===== src/design/i3c_target_pkg.sv =====
// ================================================
// I3C target data path package
// Transfer types, flow states and CSR map
// ================================================

`default_nettype none

package i3c_target_pkg;

  // Transfer type reported by the frame parser with each start pulse
  typedef enum logic [1:0] {
    XferWrite    = 2'b00,
    XferRead     = 2'b01,
    XferCcc      = 2'b10,
    XferReserved = 2'b11
  } transfer_type_e;

  // Flow controller states
  typedef enum logic [2:0] {
    Idle          = 3'd0,
    TransferWait  = 3'd1,
    TransferWrite = 3'd2,
    TransferRead  = 3'd3,
    TransferCcc   = 3'd4,
    TransferDrop  = 3'd5
  } flow_state_e;

  // Register map of the CSR block
  typedef enum logic [2:0] {
    CsrCtrl    = 3'd0,
    CsrStatus  = 3'd1,
    CsrRxCount = 3'd2,
    CsrTxCount = 3'd3
  } csr_addr_e;

  // CsrCtrl fields
  localparam int CtrlEnableBit = 0;
  // Forward CCC bytes into the RX queue when set
  localparam int CtrlCccFwdBit = 1;

  // CsrStatus fields, write one to clear
  localparam int StatBadTypeBit   = 0;
  // Read started while the TX queue was empty
  localparam int StatReadEmptyBit = 1;

endpackage : i3c_target_pkg

`default_nettype wire


===== src/design/tti_queue.sv =====
// ================================================
// TTI byte queue
// First-word-fall-through FIFO, credit on each pop
// ================================================

`timescale 1ns/1ps
`default_nettype none

module tti_queue #(
  parameter int unsigned Depth = 4
) (
  input  logic       clk_i,
  input  logic       rst_ni,
  // Write side, producer holds credits
  input  logic       push_i,
  input  logic [7:0] push_data_i,
  // Read side, head entry shown directly
  input  logic       pop_i,
  output logic       valid_o,
  output logic [7:0] data_o,
  // One pulse per popped entry
  output logic       credit_o
);

  localparam int unsigned PtrW = (Depth > 1) ? $clog2(Depth) : 1;
  localparam int unsigned CntW = $clog2(Depth + 1);

  logic [7:0]      mem_q [Depth];
  logic [PtrW-1:0] rd_ptr_q;
  logic [PtrW-1:0] wr_ptr_q;
  logic [CntW-1:0] count_q;
  logic            full;
  logic            do_push;
  logic            do_pop;
  logic            credit_q;

  assign full    = (count_q == CntW'(Depth));
  assign valid_o = (count_q != '0);
  assign data_o  = mem_q[rd_ptr_q];

  // Protect storage even if a producer misbehaves
  assign do_push = push_i && !full;
  assign do_pop  = pop_i && valid_o;

  // Storage array, no reset needed
  always_ff @(posedge clk_i) begin
    if (do_push) begin
      mem_q[wr_ptr_q] <= push_data_i;
    end
  end

  // Pointers wrap at Depth, which need not be a power of two
  always_ff @(posedge clk_i or negedge rst_ni) begin : proc_ptr
    if (!rst_ni) begin
      rd_ptr_q <= '0;
      wr_ptr_q <= '0;
    end else begin
      if (do_push) begin
        wr_ptr_q <= (wr_ptr_q == PtrW'(Depth - 1)) ? '0 : wr_ptr_q + 1'b1;
      end
      if (do_pop) begin
        rd_ptr_q <= (rd_ptr_q == PtrW'(Depth - 1)) ? '0 : rd_ptr_q + 1'b1;
      end
    end
  end

  // Occupancy
  always_ff @(posedge clk_i or negedge rst_ni) begin : proc_count
    if (!rst_ni) begin
      count_q <= '0;
    end else begin
      case ({do_push, do_pop})
        2'b10:   count_q <= count_q + 1'b1;
        2'b01:   count_q <= count_q - 1'b1;
        default: count_q <= count_q;
      endcase
    end
  end

  // Credit goes back one cycle after the entry leaves
  always_ff @(posedge clk_i or negedge rst_ni) begin : proc_credit
    if (!rst_ni) begin
      credit_q <= 1'b0;
    end else begin
      credit_q <= do_pop;
    end
  end

  assign credit_o = credit_q;

  // Producer must never spend a credit it does not have
  a_no_push_full: assert property (@(posedge clk_i) disable iff (!rst_ni)
    push_i |-> !full);

  // Consumer only pops a valid head
  a_no_pop_empty: assert property (@(posedge clk_i) disable iff (!rst_ni)
    pop_i |-> valid_o);

endmodule : tti_queue

`default_nettype wire


===== src/design/flow_standby.sv =====
// ================================================
// Transfer flow controller
// Moves bus bytes between framing and TTI queues
// ================================================

`timescale 1ns/1ps
`default_nettype none

module flow_standby #(
  parameter int unsigned RxDepth = 8
) (
  input  logic                           clk_i,
  input  logic                           rst_ni,
  // Control from the CSR block
  input  logic                           enable_i,
  input  logic                           ccc_fwd_i,
  // Framing from the parser
  input  logic                           transfer_start_i,
  input  logic                           transfer_stop_i,
  input  i3c_target_pkg::transfer_type_e transfer_type_i,
  // Bus receive byte stream
  input  logic                           rx_byte_valid_i,
  input  logic [7:0]                     rx_byte_i,
  output logic                           rx_byte_ready_o,
  // Bus transmit byte stream
  output logic                           tx_byte_valid_o,
  output logic [7:0]                     tx_byte_o,
  input  logic                           tx_byte_ready_i,
  // Credit based RX queue push
  output logic                           rxq_push_o,
  output logic [7:0]                     rxq_data_o,
  input  logic                           rxq_credit_i,
  // TX queue head
  input  logic                           txq_valid_i,
  input  logic [7:0]                     txq_data_i,
  output logic                           txq_pop_o,
  // Event pulses to the CSR block
  output logic                           ev_rx_byte_o,
  output logic                           ev_tx_byte_o,
  output logic                           ev_bad_type_o,
  output logic                           ev_read_empty_o
);

  import i3c_target_pkg::*;

  localparam int unsigned CrW = $clog2(RxDepth + 1);

  flow_state_e    state_q, state_d;
  logic [CrW-1:0] credit_q;
  logic           hold_valid_q;
  logic [7:0]     hold_data_q;
  logic           push_q;
  logic [7:0]     push_data_q;
  logic           start_seen;
  logic           rx_state;
  logic           hold_move;
  logic           rx_take;

  // Start only counts while waiting and enabled
  assign start_seen = (state_q == TransferWait) && enable_i && transfer_start_i;

  always_comb begin
    state_d = state_q;
    unique case (state_q)
      Idle: begin
        if (enable_i) begin
          state_d = TransferWait;
        end
      end
      TransferWait: begin
        if (!enable_i) begin
          state_d = Idle;
        end else if (transfer_start_i) begin
          unique case (transfer_type_i)
            XferWrite: state_d = TransferWrite;
            XferRead:  state_d = TransferRead;
            XferCcc:   state_d = ccc_fwd_i ? TransferCcc : TransferDrop;
            default:   state_d = TransferDrop;
          endcase
        end
      end
      TransferWrite, TransferRead, TransferCcc, TransferDrop: begin
        // Disable only takes effect at the end of a transfer
        if (transfer_stop_i) begin
          state_d = enable_i ? TransferWait : Idle;
        end
      end
      default: begin
        state_d = Idle;
      end
    endcase
  end

  always_ff @(posedge clk_i or negedge rst_ni) begin : proc_state
    if (!rst_ni) begin
      state_q <= Idle;
    end else begin
      state_q <= state_d;
    end
  end

  // Bytes go from the bus through the hold register and push stage into the queue
  assign rx_state  = (state_q == TransferWrite) || (state_q == TransferCcc);
  assign hold_move = hold_valid_q && (credit_q != '0);

  // Drop state swallows bytes while rx states need room in the hold register
  assign rx_byte_ready_o = (state_q == TransferDrop) ||
                           (rx_state && (!hold_valid_q || hold_move));
  assign rx_take = rx_state && rx_byte_valid_i && rx_byte_ready_o;

  // Hold register drains on its own even after the transfer ended
  always_ff @(posedge clk_i or negedge rst_ni) begin : proc_hold
    if (!rst_ni) begin
      hold_valid_q <= 1'b0;
      push_q       <= 1'b0;
    end else begin
      if (rx_take) begin
        hold_valid_q <= 1'b1;
      end else if (hold_move) begin
        hold_valid_q <= 1'b0;
      end
      push_q <= hold_move;
    end
  end

  always_ff @(posedge clk_i) begin
    if (rx_take) begin
      hold_data_q <= rx_byte_i;
    end
    if (hold_move) begin
      push_data_q <= hold_data_q;
    end
  end

  // One credit is spent per push and one returned per queue pop
  always_ff @(posedge clk_i or negedge rst_ni) begin : proc_credit
    if (!rst_ni) begin
      credit_q <= CrW'(RxDepth);
    end else begin
      credit_q <= credit_q - CrW'(hold_move) + CrW'(rxq_credit_i);
    end
  end

  assign rxq_push_o = push_q;
  assign rxq_data_o = push_data_q;

  // Head of the TX queue goes straight to the bus
  assign tx_byte_valid_o = (state_q == TransferRead) && txq_valid_i;
  assign tx_byte_o       = txq_data_i;
  assign txq_pop_o       = tx_byte_valid_o && tx_byte_ready_i;

  // Events
  assign ev_rx_byte_o    = push_q;
  assign ev_tx_byte_o    = txq_pop_o;
  assign ev_bad_type_o   = start_seen && (transfer_type_i == XferReserved);
  assign ev_read_empty_o = start_seen && (transfer_type_i == XferRead) && !txq_valid_i;

  // A push in flight keeps its credit out of the pool
  a_push_has_credit: assert property (@(posedge clk_i) disable iff (!rst_ni)
    rxq_push_o |-> (credit_q < CrW'(RxDepth)));

  // Queue never returns more credits than it was given
  a_credit_bound: assert property (@(posedge clk_i) disable iff (!rst_ni)
    credit_q <= CrW'(RxDepth));

endmodule : flow_standby

`default_nettype wire


===== src/design/target_csr.sv =====
// ================================================
// Target control and status registers
// Enable, CCC forwarding, sticky errors, counters
// ================================================

`timescale 1ns/1ps
`default_nettype none

module target_csr #(
  parameter int unsigned CntWidth = 16
) (
  input  logic                      clk_i,
  input  logic                      rst_ni,
  // Software register port
  input  logic                      reg_we_i,
  input  i3c_target_pkg::csr_addr_e reg_addr_i,
  input  logic [31:0]               reg_wdata_i,
  output logic [31:0]               reg_rdata_o,
  // Events from the flow controller
  input  logic                      ev_rx_byte_i,
  input  logic                      ev_tx_byte_i,
  input  logic                      ev_bad_type_i,
  input  logic                      ev_read_empty_i,
  // Control outputs
  output logic                      enable_o,
  output logic                      ccc_fwd_o
);

  import i3c_target_pkg::*;

  logic                ctrl_enable_q;
  logic                ctrl_ccc_fwd_q;
  logic                stat_bad_type_q;
  logic                stat_read_empty_q;
  logic [CntWidth-1:0] rx_cnt_q;
  logic [CntWidth-1:0] tx_cnt_q;
  logic                wr_ctrl;
  logic                wr_status;
  logic                wr_rx_cnt;
  logic                wr_tx_cnt;

  // Address decode
  assign wr_ctrl   = reg_we_i && (reg_addr_i == CsrCtrl);
  assign wr_status = reg_we_i && (reg_addr_i == CsrStatus);
  assign wr_rx_cnt = reg_we_i && (reg_addr_i == CsrRxCount);
  assign wr_tx_cnt = reg_we_i && (reg_addr_i == CsrTxCount);

  always_ff @(posedge clk_i or negedge rst_ni) begin : proc_ctrl
    if (!rst_ni) begin
      ctrl_enable_q  <= 1'b0;
      ctrl_ccc_fwd_q <= 1'b0;
    end else if (wr_ctrl) begin
      ctrl_enable_q  <= reg_wdata_i[CtrlEnableBit];
      ctrl_ccc_fwd_q <= reg_wdata_i[CtrlCccFwdBit];
    end
  end

  // Sticky flags, W1C; a new event beats a clear
  always_ff @(posedge clk_i or negedge rst_ni) begin : proc_status
    if (!rst_ni) begin
      stat_bad_type_q   <= 1'b0;
      stat_read_empty_q <= 1'b0;
    end else begin
      stat_bad_type_q   <= ev_bad_type_i |
                           (stat_bad_type_q & ~(wr_status & reg_wdata_i[StatBadTypeBit]));
      stat_read_empty_q <= ev_read_empty_i |
                           (stat_read_empty_q & ~(wr_status & reg_wdata_i[StatReadEmptyBit]));
    end
  end

  // Wrapping counters; any write clears, a same-cycle event still counts
  always_ff @(posedge clk_i or negedge rst_ni) begin : proc_counters
    if (!rst_ni) begin
      rx_cnt_q <= '0;
      tx_cnt_q <= '0;
    end else begin
      if (wr_rx_cnt) begin
        rx_cnt_q <= CntWidth'(ev_rx_byte_i);
      end else if (ev_rx_byte_i) begin
        rx_cnt_q <= rx_cnt_q + 1'b1;
      end
      if (wr_tx_cnt) begin
        tx_cnt_q <= CntWidth'(ev_tx_byte_i);
      end else if (ev_tx_byte_i) begin
        tx_cnt_q <= tx_cnt_q + 1'b1;
      end
    end
  end

  // Combinational read mux, unknown addresses read zero
  always_comb begin
    reg_rdata_o = '0;
    case (reg_addr_i)
      CsrCtrl: begin
        reg_rdata_o[CtrlEnableBit] = ctrl_enable_q;
        reg_rdata_o[CtrlCccFwdBit] = ctrl_ccc_fwd_q;
      end
      CsrStatus: begin
        reg_rdata_o[StatBadTypeBit]   = stat_bad_type_q;
        reg_rdata_o[StatReadEmptyBit] = stat_read_empty_q;
      end
      CsrRxCount: reg_rdata_o = 32'(rx_cnt_q);
      CsrTxCount: reg_rdata_o = 32'(tx_cnt_q);
      default:    reg_rdata_o = '0;
    endcase
  end

  assign enable_o  = ctrl_enable_q;
  assign ccc_fwd_o = ctrl_ccc_fwd_q;

  // Software only writes mapped registers
  a_known_addr: assert property (@(posedge clk_i) disable iff (!rst_ni)
    reg_we_i |-> (reg_addr_i inside {CsrCtrl, CsrStatus, CsrRxCount, CsrTxCount}));

endmodule : target_csr

`default_nettype wire


===== src/design/i3c_target_top.sv =====
// ================================================
// I3C target byte data path top level
// Flow controller, RX/TX queues and CSR block
// ================================================

`timescale 1ns/1ps
`default_nettype none

module i3c_target_top #(
  parameter int unsigned RxDepth  = 8,
  parameter int unsigned TxDepth  = 4,
  parameter int unsigned CntWidth = 16
) (
  input  logic                           clk_i,
  input  logic                           rst_ni,
  // Bus receive bytes
  input  logic                           rx_byte_valid_i,
  input  logic [7:0]                     rx_byte_i,
  output logic                           rx_byte_ready_o,
  // Bus transmit bytes
  output logic                           tx_byte_valid_o,
  output logic [7:0]                     tx_byte_o,
  input  logic                           tx_byte_ready_i,
  // Framing
  input  logic                           transfer_start_i,
  input  logic                           transfer_stop_i,
  input  i3c_target_pkg::transfer_type_e transfer_type_i,
  // Host RX drain
  output logic                           rx_valid_o,
  output logic [7:0]                     rx_data_o,
  input  logic                           rx_pop_i,
  // Host TX fill, credit based
  input  logic                           tx_push_i,
  input  logic [7:0]                     tx_data_i,
  output logic                           tx_credit_o,
  // Register port
  input  logic                           reg_we_i,
  input  i3c_target_pkg::csr_addr_e      reg_addr_i,
  input  logic [31:0]                    reg_wdata_i,
  output logic [31:0]                    reg_rdata_o
);

  // Flow controller to queues
  logic       rxq_push;
  logic [7:0] rxq_data;
  logic       rxq_credit;
  logic       txq_valid;
  logic [7:0] txq_data;
  logic       txq_pop;

  // Events and control between flow and CSR
  logic       ev_rx_byte;
  logic       ev_tx_byte;
  logic       ev_bad_type;
  logic       ev_read_empty;
  logic       ctrl_enable;
  logic       ctrl_ccc_fwd;

  flow_standby #(
    .RxDepth(RxDepth)
  ) u_flow (
    .clk_i, .rst_ni,
    .enable_i(ctrl_enable), .ccc_fwd_i(ctrl_ccc_fwd),
    .transfer_start_i, .transfer_stop_i, .transfer_type_i,
    .rx_byte_valid_i, .rx_byte_i, .rx_byte_ready_o,
    .tx_byte_valid_o, .tx_byte_o, .tx_byte_ready_i,
    .rxq_push_o(rxq_push), .rxq_data_o(rxq_data), .rxq_credit_i(rxq_credit),
    .txq_valid_i(txq_valid), .txq_data_i(txq_data), .txq_pop_o(txq_pop),
    .ev_rx_byte_o(ev_rx_byte), .ev_tx_byte_o(ev_tx_byte),
    .ev_bad_type_o(ev_bad_type), .ev_read_empty_o(ev_read_empty)
  );

  // RX queue, flow controller is the credited producer
  tti_queue #(.Depth(RxDepth)) u_rx_queue (
    .clk_i, .rst_ni,
    .push_i(rxq_push), .push_data_i(rxq_data),
    .pop_i(rx_pop_i), .valid_o(rx_valid_o), .data_o(rx_data_o),
    .credit_o(rxq_credit)
  );

  // TX queue, host is the credited producer
  tti_queue #(.Depth(TxDepth)) u_tx_queue (
    .clk_i, .rst_ni,
    .push_i(tx_push_i), .push_data_i(tx_data_i),
    .pop_i(txq_pop), .valid_o(txq_valid), .data_o(txq_data),
    .credit_o(tx_credit_o)
  );

  target_csr #(.CntWidth(CntWidth)) u_csr (
    .clk_i, .rst_ni,
    .reg_we_i, .reg_addr_i, .reg_wdata_i, .reg_rdata_o,
    .ev_rx_byte_i(ev_rx_byte), .ev_tx_byte_i(ev_tx_byte),
    .ev_bad_type_i(ev_bad_type), .ev_read_empty_i(ev_read_empty),
    .enable_o(ctrl_enable), .ccc_fwd_o(ctrl_ccc_fwd)
  );

endmodule : i3c_target_top

`default_nettype wire


===== config.mk =====
export PLATFORM = sky130hd
export DESIGN_NAME = i3c_target_top
export DESIGN_NICKNAME = d
export VERILOG_FILES = /design/src/design/i3c_target_pkg.sv /design/src/design/tti_queue.sv /design/src/design/flow_standby.sv /design/src/design/target_csr.sv /design/src/design/i3c_target_top.sv
export SDC_FILE = /design/constraint.sdc
export NUM_CORES = 1
export LEC_CHECK = 0
export BUFFER_PORTS_ARGS = -buffer_cell sky130_fd_sc_hd__buf_4
export CORE_ASPECT_RATIO = 1.2
export CORE_MARGIN = 5
export CORE_UTILIZATION = 55
export DETAILED_ROUTE_END_ITERATION = 8
export GPL_TIMING_DRIVEN = 0
export HOLD_SLACK_MARGIN = 0.15
export PLACE_DENSITY = 0.77
export REMOVE_ABC_BUFFERS = 1
export SETUP_SLACK_MARGIN = 0.1
export SLEW_MARGIN = 15
export SYNTH_ARGS = -nofsm -noshare
export SYNTH_HDL_FRONTEND = slang
export SYNTH_SLANG_ARGS = --single-unit

===== constraint.sdc =====
create_clock -name clk_i -period 3.1 [get_ports clk_i]
set_input_delay 0.31 -clock clk_i [delete_from_list [all_inputs] [get_ports clk_i]]
set_output_delay 0.31 -clock clk_i [all_outputs]
set_load 0.005 [all_outputs]

==> results of run 1 <==
==> worst register-to-register path, cell delays in order, from the launching register on <==
cell	delay [ns]
sky130_fd_sc_hd__dfrtp_1	0.44
sky130_fd_sc_hd__or4_1	0.59
sky130_fd_sc_hd__nand2_1	0.24
sky130_fd_sc_hd__inv_1	0.11
sky130_fd_sc_hd__ha_1	0.31
sky130_fd_sc_hd__ha_1	0.31
sky130_fd_sc_hd__a21oi_1	0.24
sky130_fd_sc_hd__o21ai_0	0.15
sky130_fd_sc_hd__o311ai_0	0.33
==> cell families (layout without fill, tap and decap cells) <==
family / Yosys count / in the layout / share of synthesized area (%)
adders and majority gates: 23 / 23 / 3.91
other: 1 / 16 / 0.0473
buffers and inverters: 61 / 150 / 3.79
AOI/OAI and AO/OA: 56 / 56 / 4.25
and+or+nand+nor: 157 / 157 / 11.0
DFF: 176 / 176 / 62.7
muxes: 61 / 61 / 12.1
xor gates and xnor gates: 21 / 21 / 2.32
==> worst min path at each step <==
stage	slack, ns	to	cells past startpoint	startpoint
6_report	0.23	u_csr.rx_cnt_q[1]	3	reg_addr_i[2]
5_1_grt	0.24	u_csr.rx_cnt_q[1]	3	reg_addr_i[2]
4_1_cts	0.21	u_csr.rx_cnt_q[1]	3	reg_addr_i[2]
3_5_place_dp	0.42	u_flow.rxq_data_o[5]	0	u_flow.hold_data_q[5]
3_3_place_gp	0.40	u_flow.rxq_data_o[2]	0	u_flow.hold_data_q[2]
2_1_floorplan	0.01	u_csr.ccc_fwd_o	0	rst_ni
==> through the flow <==
step	power [mW]	instance area [um^2]	TNS [ns]	utilization [%]	hold slack, ns
5_1_grt	7.48	9420	0	65.9	0.237
3_5_place_dp	4.92	8560	0	59.9	0.418
4_1_cts	7.18	9420	0	65.9	0.206
6_report	7.10	9420	0	65.9	0.226
3_3_place_gp	4.77	8500	-7.52	59.5	0.401
2_1_floorplan	4.24	7780	0	-	0.0144
==> cell type report <==
class	count	area, um^2
clock buffer	17	425
sequential	176	4970
timing repair buffer	93	762
fill	1015	4870
clock inverter	15	196
inverter	25	93.8
tap	175	219
multi-input combinational	334	2760
==> repair_timing <==
item                      in CTS  in global routing
hold endpoints to repair     109                  0
setup buffers                  0                  0
hold buffers                  24                  0
==> flip-flops by register name (all words and copies together) (netlist names), 2 cells and up <==
name	cells
u_csr.rx_cnt_q	16
u_flow.state_q	3
u_flow.credit_q	4
u_tx_queue.wr_ptr_q	2
u_rx_queue.rd_ptr_q	3
u_tx_queue.count_q	3
u_tx_queue.mem_q	32
u_rx_queue.mem_q	64
u_flow.hold_data_q	8
u_tx_queue.rd_ptr_q	2
u_flow.rxq_data_o	8
u_rx_queue.count_q	4
u_csr.tx_cnt_q	16
u_rx_queue.wr_ptr_q	3
==> synthesized netlist by cell type (10+ instances only) <==
| cell type | count | area [um^2] |
|---|---|---|
| sky130_fd_sc_hd__edfxtp_1 | 112 | 3360 |
| sky130_fd_sc_hd__dfrtp_1 | 63 | 1580 |
| sky130_fd_sc_hd__nor2_1 | 40 | 150 |
| sky130_fd_sc_hd__mux4_2 | 26 | 586 |
| sky130_fd_sc_hd__inv_1 | 25 | 93.8 |
| sky130_fd_sc_hd__nand2_1 | 25 | 93.8 |
| sky130_fd_sc_hd__ha_1 | 20 | 250 |
| sky130_fd_sc_hd__o21ai_0 | 19 | 95.1 |
| sky130_fd_sc_hd__mux2i_1 | 18 | 180 |
| sky130_fd_sc_hd__a21oi_1 | 17 | 85.1 |
| sky130_fd_sc_hd__buf_4 | 17 | 128 |
| sky130_fd_sc_hd__mux2_2 | 17 | 191 |
| sky130_fd_sc_hd__or3_1 | 13 | 81.3 |
| sky130_fd_sc_hd__xor2_1 | 12 | 105 |
| sky130_fd_sc_hd__clkbuf_1 | 10 | 37.5 |
==> metal layers <==
metal  global-route usage (%)  vias up
met5                        0        -
met4                     5.85        0
met3                     3.91       13
met2                     35.1       97
met1                     23.6     2435
li1                         -     2231
==> report_power, final <==
| group | internal [mW] | total [mW] | leakage, nW | switching (mW) |
|---|---|---|---|---|
| Combinational | 0.946 | 1.63 | 1.57 | 0.681 |
| Clock | 1.23 | 2.20 | 0.305 | 0.969 |
| Sequential | 2.83 | 3.27 | 1.85 | 0.436 |
| Total | 5.01 | 7.10 | 3.72 | 2.09 |
==> impl_metrics.prom, run 1 <==
# TYPE chip_impl_metric gauge
chip_impl_info{name="outcome",value="complete, no violations"} 1
chip_impl_info{name="critPathCapture",value="u_rx_queue.count_q[3]"} 1
chip_impl_metric{name="post-place-cells",unit=""} 779
chip_impl_metric{name="crit_cells",unit=""} 8
chip_impl_metric{name="static-leakage-power",unit="nW"} 3.72
chip_impl_metric{name="place.detailed.hpwl",unit="um"} 10600
chip_impl_metric{name="timing.fmax",unit="MHz"} 352
chip_impl_metric{name="transition_time_of_the_tightest_slew_check_pin",unit="ns"} 0.921
chip_impl_metric{name="drc",unit=""} 0
chip_impl_metric{name="layout-drive-gt1-share",unit="%"} 23.2
chip_impl_metric{name="final_non_filler_cells",unit=""} 835
chip_impl_metric{name="num_antenna_cells",unit=""} 0
chip_impl_metric{name="drt-vias-per-instance",unit=""} 5.72
chip_impl_metric{name="final_min_period_over_clock_period",unit="%"} 91.5
chip_impl_metric{name="grt_pass1_vias",unit=""} 5082
chip_impl_info{name="clock_tree_from_tritoncts",value="built"} 1
chip_impl_info{name="cts_root_buffer",value="sky130_fd_sc_hd__clkbuf_16"} 1
chip_impl_metric{name="synth-seq-area-share",unit="%"} 62.7
chip_impl_metric{name="ir_worst_vdd",unit="mV"} 0.345
chip_impl_info{name="synth-main-ff-cell",value="sky130_fd_sc_hd__edfxtp_1"} 1
chip_impl_metric{name="max_cap_violations",unit=""} 0
chip_impl_metric{name="number_of_clock_sinks",unit=""} 176
chip_impl_info{name="critical_path.slowest_cell",value="sky130_fd_sc_hd__or4_1"} 1
chip_impl_metric{name="power_per_cell_area",unit="nW/um^2"} 753
chip_impl_info{name="timing.critical_path.to_type",value="flop"} 1
chip_impl_info{name="layout_common_cells",value="sky130_fd_sc_hd__edfxtp_1, sky130_fd_sc_hd__buf_4, sky130_fd_sc_hd__dfrtp_1, sky130_fd_sc_hd__nor2_1, sky130_fd_sc_hd__mux4_2"} 1
chip_impl_info{name="type_of_the_most_critical_hold_path",value="primary input to flop"} 1
chip_impl_metric{name="die_width",unit="um"} 120
chip_impl_info{name="worst_setup_path_startpoint",value="u_rx_queue.count_q[0]"} 1
chip_impl_metric{name="initial_core_util",unit="%"} 55.5
chip_impl_metric{name="setup_slack",unit="ns"} 0.263
chip_impl_metric{name="final.setup_skew",unit="ns"} 0.00867
chip_impl_metric{name="boundaryPins",unit=""} 114
chip_impl_metric{name="gp_congestion",unit=""} 0.855
chip_impl_metric{name="synthesis.area",unit="um^2"} 7930
chip_impl_metric{name="timing.final.hold_violations",unit=""} 0
chip_impl_metric{name="globalRouteTotalUtil",unit="%"} 19.4
chip_impl_metric{name="worstSkewPairLatency",unit="ns"} 0.42
chip_impl_metric{name="synthesis.yosys.warnings",unit=""} 0
chip_impl_metric{name="maxSlewHeadroom",unit="%"} 38.4
chip_impl_metric{name="cts_buffers",unit=""} 17
chip_impl_metric{name="worst-path-max-fanout",unit=""} 8
chip_impl_metric{name="floorplan.die_area",unit="um^2"} 16900
chip_impl_metric{name="met2_wirelength",unit="um"} 8570
chip_impl_metric{name="dr_total_vias",unit=""} 4776
chip_impl_metric{name="post_drt_wl_per_cell",unit="um"} 18.6
chip_impl_info{name="rsz_0062_raised_after_global_routing",value="no"} 1
chip_impl_metric{name="synth_cell_types",unit=""} 48
chip_impl_metric{name="syn2layout_area_growth",unit="%"} 18.9
chip_impl_metric{name="route.met3.wl",unit="um"} 487
chip_impl_metric{name="maximum_count_of_clock_buffers_along_a_single_path",unit=""} 2
chip_impl_metric{name="timing.final.max_slew_violations",unit=""} 0
chip_impl_metric{name="clkTransAtPathRegs",unit="ns"} 0.07
chip_impl_metric{name="final_net_count",unit=""} 732
chip_impl_info{name="worstPathCellList",value="or4_1, nand2_1, inv_1, ha_1, ha_1, a21oi_1, o21ai_0, o311ai_0"} 1
chip_impl_metric{name="post_cts_resized",unit=""} 0
chip_impl_info{name="crit-reg2reg-capture",value="u_rx_queue.count_q[3]"} 1
chip_impl_metric{name="io_buffer_count",unit=""} 67
chip_impl_info{name="critical_path_class",value="flop to flop"} 1
chip_impl_info{name="routed.top_layer",value="met4"} 1
chip_impl_metric{name="grt_overflow_total",unit=""} 0
chip_impl_metric{name="post_synth.cell_area_avg",unit="um^2"} 14.3
chip_impl_metric{name="route.antenna.remaining_nets",unit=""} 0
chip_impl_info{name="crit_path_frequent_cell",value="sky130_fd_sc_hd__ha_1"} 1
chip_impl_metric{name="period_minus_slack",unit="ns"} 2.84
chip_impl_info{name="leading_cell_type_in_the_layout_fill_and_taps_excluded",value="sky130_fd_sc_hd__edfxtp_1"} 1
chip_impl_metric{name="ctsHtreeMaxLevel",unit=""} 4
chip_impl_metric{name="drt_pass1_iterations",unit=""} 4
chip_impl_metric{name="grt_pass1_wl",unit="um"} 25700
chip_impl_metric{name="rr_worst_depth",unit=""} 8
chip_impl_metric{name="drt_first_iter_violations",unit=""} 295
chip_impl_metric{name="placeableCoreArea",unit="um^2"} 14300
chip_impl_info{name="worstReg2RegStart",value="u_rx_queue.count_q[0]"} 1
chip_impl_metric{name="required_time_of_the_worst_setup_path",unit="ns"} 3.40
chip_impl_metric{name="synthesis.instances",unit=""} 556
chip_impl_metric{name="grt_start_max_net_pins",unit=""} 65
chip_impl_metric{name="slowest_delay",unit="ns"} 0.59
chip_impl_info{name="startpoint_type",value="flop"} 1
chip_impl_metric{name="timing.critical_path.arrival",unit="ns"} 3.14
chip_impl_metric{name="final_routed_wirelength_across_all_metal_layers",unit="um"} 15500
chip_impl_metric{name="rows",unit=""} 48
chip_impl_metric{name="synth_seq_cells",unit=""} 176
chip_impl_metric{name="detailedPlace.worstSlack",unit="ns"} 0.284
chip_impl_metric{name="critical_path_buf_inv_count",unit=""} 1
chip_impl_metric{name="number_of_enable_flip_flop_cells_after_synthesis",unit=""} 112
chip_impl_metric{name="dieHeight",unit="um"} 142
chip_impl_metric{name="setup-violations-final",unit=""} 0
chip_impl_metric{name="grt_antenna_before_repair",unit=""} 0
chip_impl_metric{name="proportion_of_synthesized_flip_flops_having_asynchronous_set_or_reset",unit="%"} 36.4
chip_impl_metric{name="worst-r2r-setup-slack",unit="ns"} 0.26
chip_impl_info{name="critical_path.top_delay_family",value="simple AND/OR/NAND/NOR gates"} 1
chip_impl_metric{name="route.layer.met1.wl",unit="um"} 6300
No activity file was read; power rests on OpenSTA's default activity.
==> inputs of run 2 (changes only) <==
--- a/config.mk
+++ b/config.mk
@@ -13,7 +13,6 @@
 export GPL_TIMING_DRIVEN = 0
 export HOLD_SLACK_MARGIN = 0.15
 export PLACE_DENSITY = 0.77
-export REMOVE_ABC_BUFFERS = 1
 export SETUP_SLACK_MARGIN = 0.1
 export SLEW_MARGIN = 15
 export SYNTH_ARGS = -nofsm -noshare
==> run 2 against run 1 <==
Effect of this change:
- wire length up 0.19%
- critical endpoint is now rx_data_o[2]
- maximum frequency shrank 1.0%
- setup slack worse by 0.030 ns
==> impl_metrics.prom, run 2 (synthesized netlist as in run 1, its figures left out) <==
# TYPE chip_impl_metric gauge
chip_impl_metric{name="static-leakage-power",unit="nW"} 3.80
chip_impl_metric{name="maximum_count_of_clock_buffers_along_a_single_path",unit=""} 2
chip_impl_metric{name="io_buffer_count",unit=""} 67
chip_impl_info{name="reg_top3",value="u_rx_queue.mem_q (64), u_tx_queue.mem_q (32)"} 1
chip_impl_metric{name="die_width",unit="um"} 120
chip_impl_metric{name="max_cap_violations",unit=""} 0
chip_impl_metric{name="timing.fmax",unit="MHz"} 349
chip_impl_metric{name="place.detailed.hpwl",unit="um"} 10700
chip_impl_metric{name="cts_buffers",unit=""} 17
chip_impl_metric{name="grt_antenna_before_repair",unit=""} 0
chip_impl_metric{name="grt_pass1_vias",unit=""} 5089
chip_impl_metric{name="grt_overflow_total",unit=""} 0
chip_impl_metric{name="largest_reg_flops",unit=""} 64
chip_impl_metric{name="dieHeight",unit="um"} 142
chip_impl_metric{name="cellInternalPower",unit="mW"} 4.93
chip_impl_metric{name="rows",unit=""} 48
chip_impl_info{name="leading_cell_type_in_the_layout_fill_and_taps_excluded",value="sky130_fd_sc_hd__edfxtp_1"} 1
chip_impl_metric{name="final_min_period_over_clock_period",unit="%"} 92.5
chip_impl_info{name="worstPathCellList",value="clkbuf_1, clkbuf_1, mux4_2, mux2_2, buf_4"} 1
chip_impl_metric{name="worstSkewPairLatency",unit="ns"} 0.43
chip_impl_metric{name="comb_power_share",unit="%"} 27.0
chip_impl_metric{name="power.share.sequential",unit="%"} 44.1
chip_impl_metric{name="gp_congestion",unit=""} 0.833
chip_impl_metric{name="drc",unit=""} 0
chip_impl_metric{name="floorplan.die_area",unit="um^2"} 16900
chip_impl_metric{name="placeableCoreArea",unit="um^2"} 14300
chip_impl_metric{name="num_antenna_cells",unit=""} 0
chip_impl_metric{name="detailedPlace.worstSlack",unit="ns"} 0.221
chip_impl_metric{name="slowest_delay",unit="ns"} 0.53
chip_impl_metric{name="post-place-cells",unit=""} 814
chip_impl_metric{name="part_of_the_power_in_the_clock_network",unit="%"} 28.9
chip_impl_metric{name="boundaryPins",unit=""} 114
chip_impl_metric{name="clkTransAtPathRegs",unit="ns"} 0.07
chip_impl_metric{name="maxSlewHeadroom",unit="%"} 39.7
chip_impl_info{name="startpoint_type",value="flop"} 1
chip_impl_metric{name="drt_pass1_iterations",unit=""} 5
chip_impl_metric{name="globalRouteTotalUtil",unit="%"} 19.6
chip_impl_metric{name="ctsHtreeMaxLevel",unit=""} 4
chip_impl_metric{name="grt_pass1_wl",unit="um"} 25600
chip_impl_metric{name="cts_setup_buffers",unit=""} 0
chip_impl_metric{name="syn2layout_area_growth",unit="%"} 20.2
chip_impl_info{name="rsz_0062_raised_after_global_routing",value="no"} 1
chip_impl_metric{name="drt_first_iter_violations",unit=""} 462
chip_impl_metric{name="period_minus_slack",unit="ns"} 2.87
chip_impl_info{name="outcome",value="complete, no violations"} 1
chip_impl_metric{name="dr_total_vias",unit=""} 4870
chip_impl_metric{name="ir_worst_vdd",unit="mV"} 0.458
chip_impl_metric{name="power_per_cell_area",unit="nW/um^2"} 731
chip_impl_metric{name="net-switching-power",unit="mW"} 2.04
chip_impl_metric{name="worst-path-max-fanout",unit=""} 10
chip_impl_metric{name="final_net_count",unit=""} 766
chip_impl_metric{name="timing.critical_path.arrival",unit="ns"} 2.56
chip_impl_metric{name="final_routed_wirelength_across_all_metal_layers",unit="um"} 15500
chip_impl_info{name="critical_path_class",value="flop to primary output"} 1
chip_impl_metric{name="route.antenna.remaining_nets",unit=""} 0
chip_impl_info{name="crit_path_frequent_cell",value="sky130_fd_sc_hd__clkbuf_1"} 1
chip_impl_metric{name="detailed_place.area",unit="um^2"} 8740
chip_impl_metric{name="grt_start_max_net_pins",unit=""} 65
chip_impl_metric{name="number_of_clock_sinks",unit=""} 176
chip_impl_metric{name="finalInstanceArea",unit="um^2"} 9530
chip_impl_metric{name="layout-drive-gt1-share",unit="%"} 25.1
chip_impl_info{name="timing.critical_path.to_type",value="primary output"} 1
chip_impl_metric{name="final.setup_skew",unit="ns"} 0.00736
chip_impl_info{name="cts_root_buffer",value="sky130_fd_sc_hd__clkbuf_16"} 1
chip_impl_info{name="critical_path.slowest_cell",value="sky130_fd_sc_hd__clkbuf_1"} 1
chip_impl_metric{name="worstHoldPathCells",unit=""} 3
chip_impl_info{name="type_of_the_most_critical_hold_path",value="primary input to flop"} 1
chip_impl_info{name="regMostFlops",value="u_rx_queue.mem_q"} 1
chip_impl_metric{name="netSwitchingFraction",unit="%"} 29.2
chip_impl_info{name="layout_common_cells",value="sky130_fd_sc_hd__edfxtp_1, sky130_fd_sc_hd__buf_4, sky130_fd_sc_hd__dfrtp_1, sky130_fd_sc_hd__nor2_1, sky130_fd_sc_hd__mux4_2"} 1
chip_impl_metric{name="drt-vias-per-instance",unit=""} 5.61
chip_impl_metric{name="rr_worst_depth",unit=""} 9
chip_impl_metric{name="setup_slack",unit="ns"} 0.233
chip_impl_metric{name="final.setup.tns",unit="ns"} 0
chip_impl_metric{name="timing.final.max_slew_violations",unit=""} 0
chip_impl_metric{name="transition_time_of_the_tightest_slew_check_pin",unit="ns"} 0.901
chip_impl_metric{name="final_non_filler_cells",unit=""} 868
chip_impl_metric{name="timing.final.hold_violations",unit=""} 0
chip_impl_metric{name="setup-violations-final",unit=""} 0
chip_impl_metric{name="p_total",unit="mW"} 6.97
chip_impl_info{name="clock_tree_from_tritoncts",value="built"} 1
chip_impl_metric{name="post_drt_wl_per_cell",unit="um"} 17.9
chip_impl_metric{name="required_time_of_the_worst_setup_path",unit="ns"} 2.79
chip_impl_metric{name="initial_core_util",unit="%"} 55.5
==> run 2: worst max-delay path, delay by kind of cell, from the launching register on <==
family | cells | cell delay [ns]
mux | 2 | 0.70
buf+inv | 3 | 1.09
flops | 1 | 0.35
==> run 2: final timing paths <==
kind                       slack, ns                    end                    from
max                             0.23           rx_data_o[2]  u_rx_queue.rd_ptr_q[1]
min                             0.23    u_rx_queue.credit_o                rx_pop_i
max reg2reg                     0.37  u_rx_queue.count_q[3]   u_rx_queue.count_q[0]
min reg2reg                     0.42   u_flow.rxq_data_o[4]   u_flow.hold_data_q[4]
max in group asynchronous       2.03     u_csr.tx_cnt_q[15]                  rst_ni
min in group asynchronous       0.51      u_flow.state_q[2]                  rst_ni
==> run 2: through the flow <==
step	util [%]	hold slack [ns]
final	66.6	0.231
after CTS	66.6	0.210
after global placement	60.9	0.404
after floorplan	-	0.0144
after detailed placement	61.1	0.409
after global routing	66.6	0.250
==> run 2: layout make-up <==
| class | count | area [um^2] |
|---|---|---|
| Timing Repair Buffer | 91 | 738 |
| Clock buffer | 17 | 425 |
| Sequential cell | 176 | 4970 |
| Inverter | 25 | 93.8 |
| Multi-Input combinational cell | 334 | 2750 |
| Clock inverter | 14 | 133 |
| Tap cell | 175 | 219 |
| Buffer | 36 | 206 |
| Fill cell | 1010 | 4770 |
==> run 2: layer usage <==
metal / share of wire (%) / global-route usage, %
met3: 4.6 / 4.03
met5: 0 / 0
met2: 53 / 33.9
met4: 1.6 / 7.12
met1: 41 / 24.5
==> run 2: power groups by stage <==
stage / logic, mW / clock network (mW) / registers [mW]
after floorplan: 1.27 / 0 / 3.03
after global placement: 1.77 / 0 / 3.08
final: 1.88 / 2.01 / 3.07
after global routing: 2.10 / 2.16 / 3.11
after detailed placement: 1.88 / 0 / 3.11
after CTS: 1.91 / 2.06 / 3.07
==> run 2: repair_timing <==
item,in CTS,in global routing
endpoints found under the hold margin,109,0
hold buffers,23,0
setup endpoints to repair,0,1
resized for setup,0,1
==> inputs of run 3 (changes only) <==
--- a/config.mk
+++ b/config.mk
@@ -6,13 +6,15 @@
 export NUM_CORES = 1
 export LEC_CHECK = 0
 export BUFFER_PORTS_ARGS = -buffer_cell sky130_fd_sc_hd__buf_4
+export CELL_PAD_IN_SITES_DETAIL_PLACEMENT = 2
+export CELL_PAD_IN_SITES_GLOBAL_PLACEMENT = 2
 export CORE_ASPECT_RATIO = 1.2
 export CORE_MARGIN = 5
-export CORE_UTILIZATION = 55
+export CORE_UTILIZATION = 40
 export DETAILED_ROUTE_END_ITERATION = 8
 export GPL_TIMING_DRIVEN = 0
 export HOLD_SLACK_MARGIN = 0.15
-export PLACE_DENSITY = 0.77
+export PLACE_DENSITY_LB_ADDON = 0.1
 export SETUP_SLACK_MARGIN = 0.1
 export SLEW_MARGIN = 15
 export SYNTH_ARGS = -nofsm -noshare
==> run 3 against run 2 <==
Effect of this change:
- via count rose by 3.0%
- critical path type unchanged
- sequential share of layout area down 0.81 points
- global-route usage is 0.70 points lower
==> impl_metrics.prom, run 3 (synthesized netlist as in run 1, its figures left out) <==
# TYPE chip_impl_metric gauge
chip_impl_info{name="outcome",value="complete, no violations"} 1
chip_impl_metric{name="route.antenna.remaining_nets",unit=""} 0
chip_impl_metric{name="rr_worst_depth",unit=""} 8
chip_impl_metric{name="multi_input_area",unit="um^2"} 2750
chip_impl_info{name="crit_path_frequent_cell",value="sky130_fd_sc_hd__buf_2"} 1
chip_impl_metric{name="rows",unit=""} 56
chip_impl_metric{name="n_fill_cell",unit=""} 1847
chip_impl_metric{name="drt_pass1_iterations",unit=""} 7
chip_impl_info{name="critical_path.slowest_cell",value="sky130_fd_sc_hd__mux4_2"} 1
chip_impl_metric{name="layout-drive-gt1-share",unit="%"} 25.1
chip_impl_metric{name="grt_start_max_net_pins",unit=""} 65
chip_impl_info{name="worstPathCellList",value="buf_2, buf_2, mux4_2, mux2_2, buf_4"} 1
chip_impl_metric{name="ir_worst_vdd",unit="mV"} 0.376
chip_impl_info{name="timing.critical_path.to_type",value="primary output"} 1
chip_impl_metric{name="boundaryPins",unit=""} 114
chip_impl_metric{name="initial_core_util",unit="%"} 40.5
chip_impl_info{name="reg_top3",value="u_rx_queue.mem_q (64), u_tx_queue.mem_q (32)"} 1
chip_impl_metric{name="seq_area",unit="um^2"} 4970
chip_impl_metric{name="ctsHtreeMaxLevel",unit=""} 4
chip_impl_metric{name="dieHeight",unit="um"} 164
chip_impl_info{name="leading_cell_type_in_the_layout_fill_and_taps_excluded",value="sky130_fd_sc_hd__edfxtp_1"} 1
chip_impl_metric{name="drt_first_iter_violations",unit=""} 184
chip_impl_metric{name="grt_pass1_wl",unit="um"} 33100
chip_impl_metric{name="critical_path_buf_inv_count",unit=""} 3
chip_impl_metric{name="transition_time_of_the_tightest_slew_check_pin",unit="ns"} 0.999
chip_impl_metric{name="timing.fmax",unit="MHz"} 354
chip_impl_metric{name="floorplan.die_area",unit="um^2"} 22700
chip_impl_metric{name="drt-vias-per-instance",unit=""} 5.24
chip_impl_metric{name="final.setup.tns",unit="ns"} 0
chip_impl_metric{name="worstSkewPairLatency",unit="ns"} 0.43
chip_impl_metric{name="worst-path-max-fanout",unit=""} 10
chip_impl_metric{name="grt_pass1_vias",unit=""} 5815
chip_impl_metric{name="required_time_of_the_worst_setup_path",unit="ns"} 2.79
chip_impl_metric{name="die_width",unit="um"} 139
chip_impl_metric{name="dr_total_vias",unit=""} 5018
chip_impl_metric{name="largest_reg_flops",unit=""} 64
chip_impl_metric{name="place.detailed.hpwl",unit="um"} 14700
chip_impl_info{name="regMostFlops",value="u_rx_queue.mem_q"} 1
chip_impl_metric{name="clkTransAtPathRegs",unit="ns"} 0.07
chip_impl_metric{name="timing.final.max_slew_violations",unit=""} 0
chip_impl_metric{name="final_routed_wirelength_across_all_metal_layers",unit="um"} 20500
chip_impl_info{name="type_of_the_most_critical_hold_path",value="primary input to flop"} 1
chip_impl_metric{name="io_buffer_count",unit=""} 67
chip_impl_metric{name="num_antenna_cells",unit=""} 0
chip_impl_metric{name="number_of_clock_sinks",unit=""} 176
chip_impl_metric{name="cts_buffers",unit=""} 17
chip_impl_metric{name="drc",unit=""} 0
chip_impl_metric{name="slowest_delay",unit="ns"} 0.55
chip_impl_info{name="startpoint_type",value="flop"} 1
chip_impl_metric{name="timing.final.hold_violations",unit=""} 0
chip_impl_metric{name="power_per_cell_area",unit="nW/um^2"} 739
chip_impl_metric{name="post_drt_wl_per_cell",unit="um"} 21.4
chip_impl_info{name="critical_path.top_delay_family",value="buffers and inverters"} 1
chip_impl_metric{name="grt_overflow_total",unit=""} 0
chip_impl_metric{name="final_min_period_over_clock_period",unit="%"} 91.2
chip_impl_metric{name="worstHoldPathCells",unit=""} 4
chip_impl_info{name="clock_tree_from_tritoncts",value="built"} 1
chip_impl_metric{name="timing.critical_path.arrival",unit="ns"} 2.52
chip_impl_metric{name="max_cap_violations",unit=""} 0
chip_impl_metric{name="maxSlewHeadroom",unit="%"} 33.1
chip_impl_info{name="critical_path_class",value="flop to primary output"} 1
chip_impl_metric{name="placeableCoreArea",unit="um^2"} 19500
chip_impl_metric{name="static-leakage-power",unit="nW"} 3.82
chip_impl_metric{name="globalRouteTotalUtil",unit="%"} 18.9
chip_impl_metric{name="gp_congestion",unit=""} 0.805
chip_impl_metric{name="final.setup_skew",unit="ns"} 0.0103
chip_impl_info{name="layout_common_cells",value="sky130_fd_sc_hd__edfxtp_1, sky130_fd_sc_hd__buf_4, sky130_fd_sc_hd__dfrtp_1, sky130_fd_sc_hd__nor2_1, sky130_fd_sc_hd__mux4_2"} 1
chip_impl_metric{name="period_minus_slack",unit="ns"} 2.83
chip_impl_metric{name="p_total",unit="mW"} 7.15
chip_impl_info{name="rsz_0062_raised_after_global_routing",value="no"} 1
chip_impl_metric{name="syn2layout_area_growth",unit="%"} 22.1
chip_impl_info{name="cts_root_buffer",value="sky130_fd_sc_hd__clkbuf_16"} 1
chip_impl_metric{name="grt_antenna_before_repair",unit=""} 0
chip_impl_metric{name="final_net_count",unit=""} 769
chip_impl_metric{name="maximum_count_of_clock_buffers_along_a_single_path",unit=""} 2
chip_impl_metric{name="setup-violations-final",unit=""} 0
chip_impl_metric{name="crit_cells",unit=""} 5
-- run 3: report_power, final --
group | switching [mW] | internal (mW)
Clock | 0.941 | 1.15
Combinational | 0.969 | 0.995
Sequential | 0.265 | 2.83
-- run 3: worst paths after layout --
kind | from | end | slack (ns)
worst max-delay path | u_rx_queue.rd_ptr_q[0] | rx_data_o[4] | 0.27
worst min-delay path | transfer_start_i | u_flow.state_q[0] | 0.26
worst max register to register | u_rx_queue.count_q[0] | u_rx_queue.count_q[3] | 0.31
worst min register to register | u_flow.hold_data_q[4] | u_flow.rxq_data_o[4] | 0.43
max in group asynchronous | rst_ni | u_tx_queue.wr_ptr_q[0] | 2.00
min in group asynchronous | rst_ni | u_rx_queue.count_q[2] | 0.52
-- run 3: per-layer routing --
| layer | up-vias | wire (um) | global-route usage [%] |
|---|---|---|---|
| met1 | 2598 | 8430 | 22.7 |
| met3 | 22 | 619 | 3.41 |
| met4 | 0 | 257 | 5.30 |
| met2 | 95 | 11200 | 34.8 |
| li1 | 2303 | - | - |
| met5 | - | 0 | 0 |
-- run 3: cell type report --
| type | instances | share of cell area [%] |
|---|---|---|
| repair buffers | 94 | 7.91 |
| inverters | 25 | 0.970 |
| flip-flops and latches | 176 | 51.3 |
| clock buffers | 20 | 4.62 |
| multi-input cells | 334 | 28.4 |
| plain buffers | 36 | 2.15 |
| well taps | 261 | 3.37 |
| clock inverters | 12 | 1.29 |
-- run 3: worst reg2reg max path: stages, from the launching register on --
cell and delay (ns):
sky130_fd_sc_hd__dfrtp_1 0.43, sky130_fd_sc_hd__or4_1 0.57, sky130_fd_sc_hd__nand2_1 0.23, sky130_fd_sc_hd__inv_1 0.10, sky130_fd_sc_hd__ha_1 0.31, sky130_fd_sc_hd__ha_1 0.30
sky130_fd_sc_hd__a21oi_1 0.23, sky130_fd_sc_hd__o21ai_0 0.15, sky130_fd_sc_hd__o311ai_0 0.35
-- run 3: stage by stage --
step	area (um^2)	hold slack [ns]	std cells	utilization, %	worst slack (ns)
after floorplan	7980	0.0144	571	-	0.687
final	9680	0.258	958	49.5	0.272
after detailed placement	8860	0.407	902	45.3	0.0675
after global placement	8810	0.401	899	45.1	-0.172
after CTS	9680	0.237	958	49.5	0.196
after global routing	9680	0.267	958	49.5	0.119
-- run 3: what timing repair did --
| action | 4_1_cts | 5_1_grt |
|---|---|---|
| gates resized for setup | 2 | 0 |
| hold endpoints to repair | 109 | 0 |
| hold buffers | 24 | 0 |
| setup buffers | 0 | 0 |
| setup endpoints to repair | 11 | 0 |
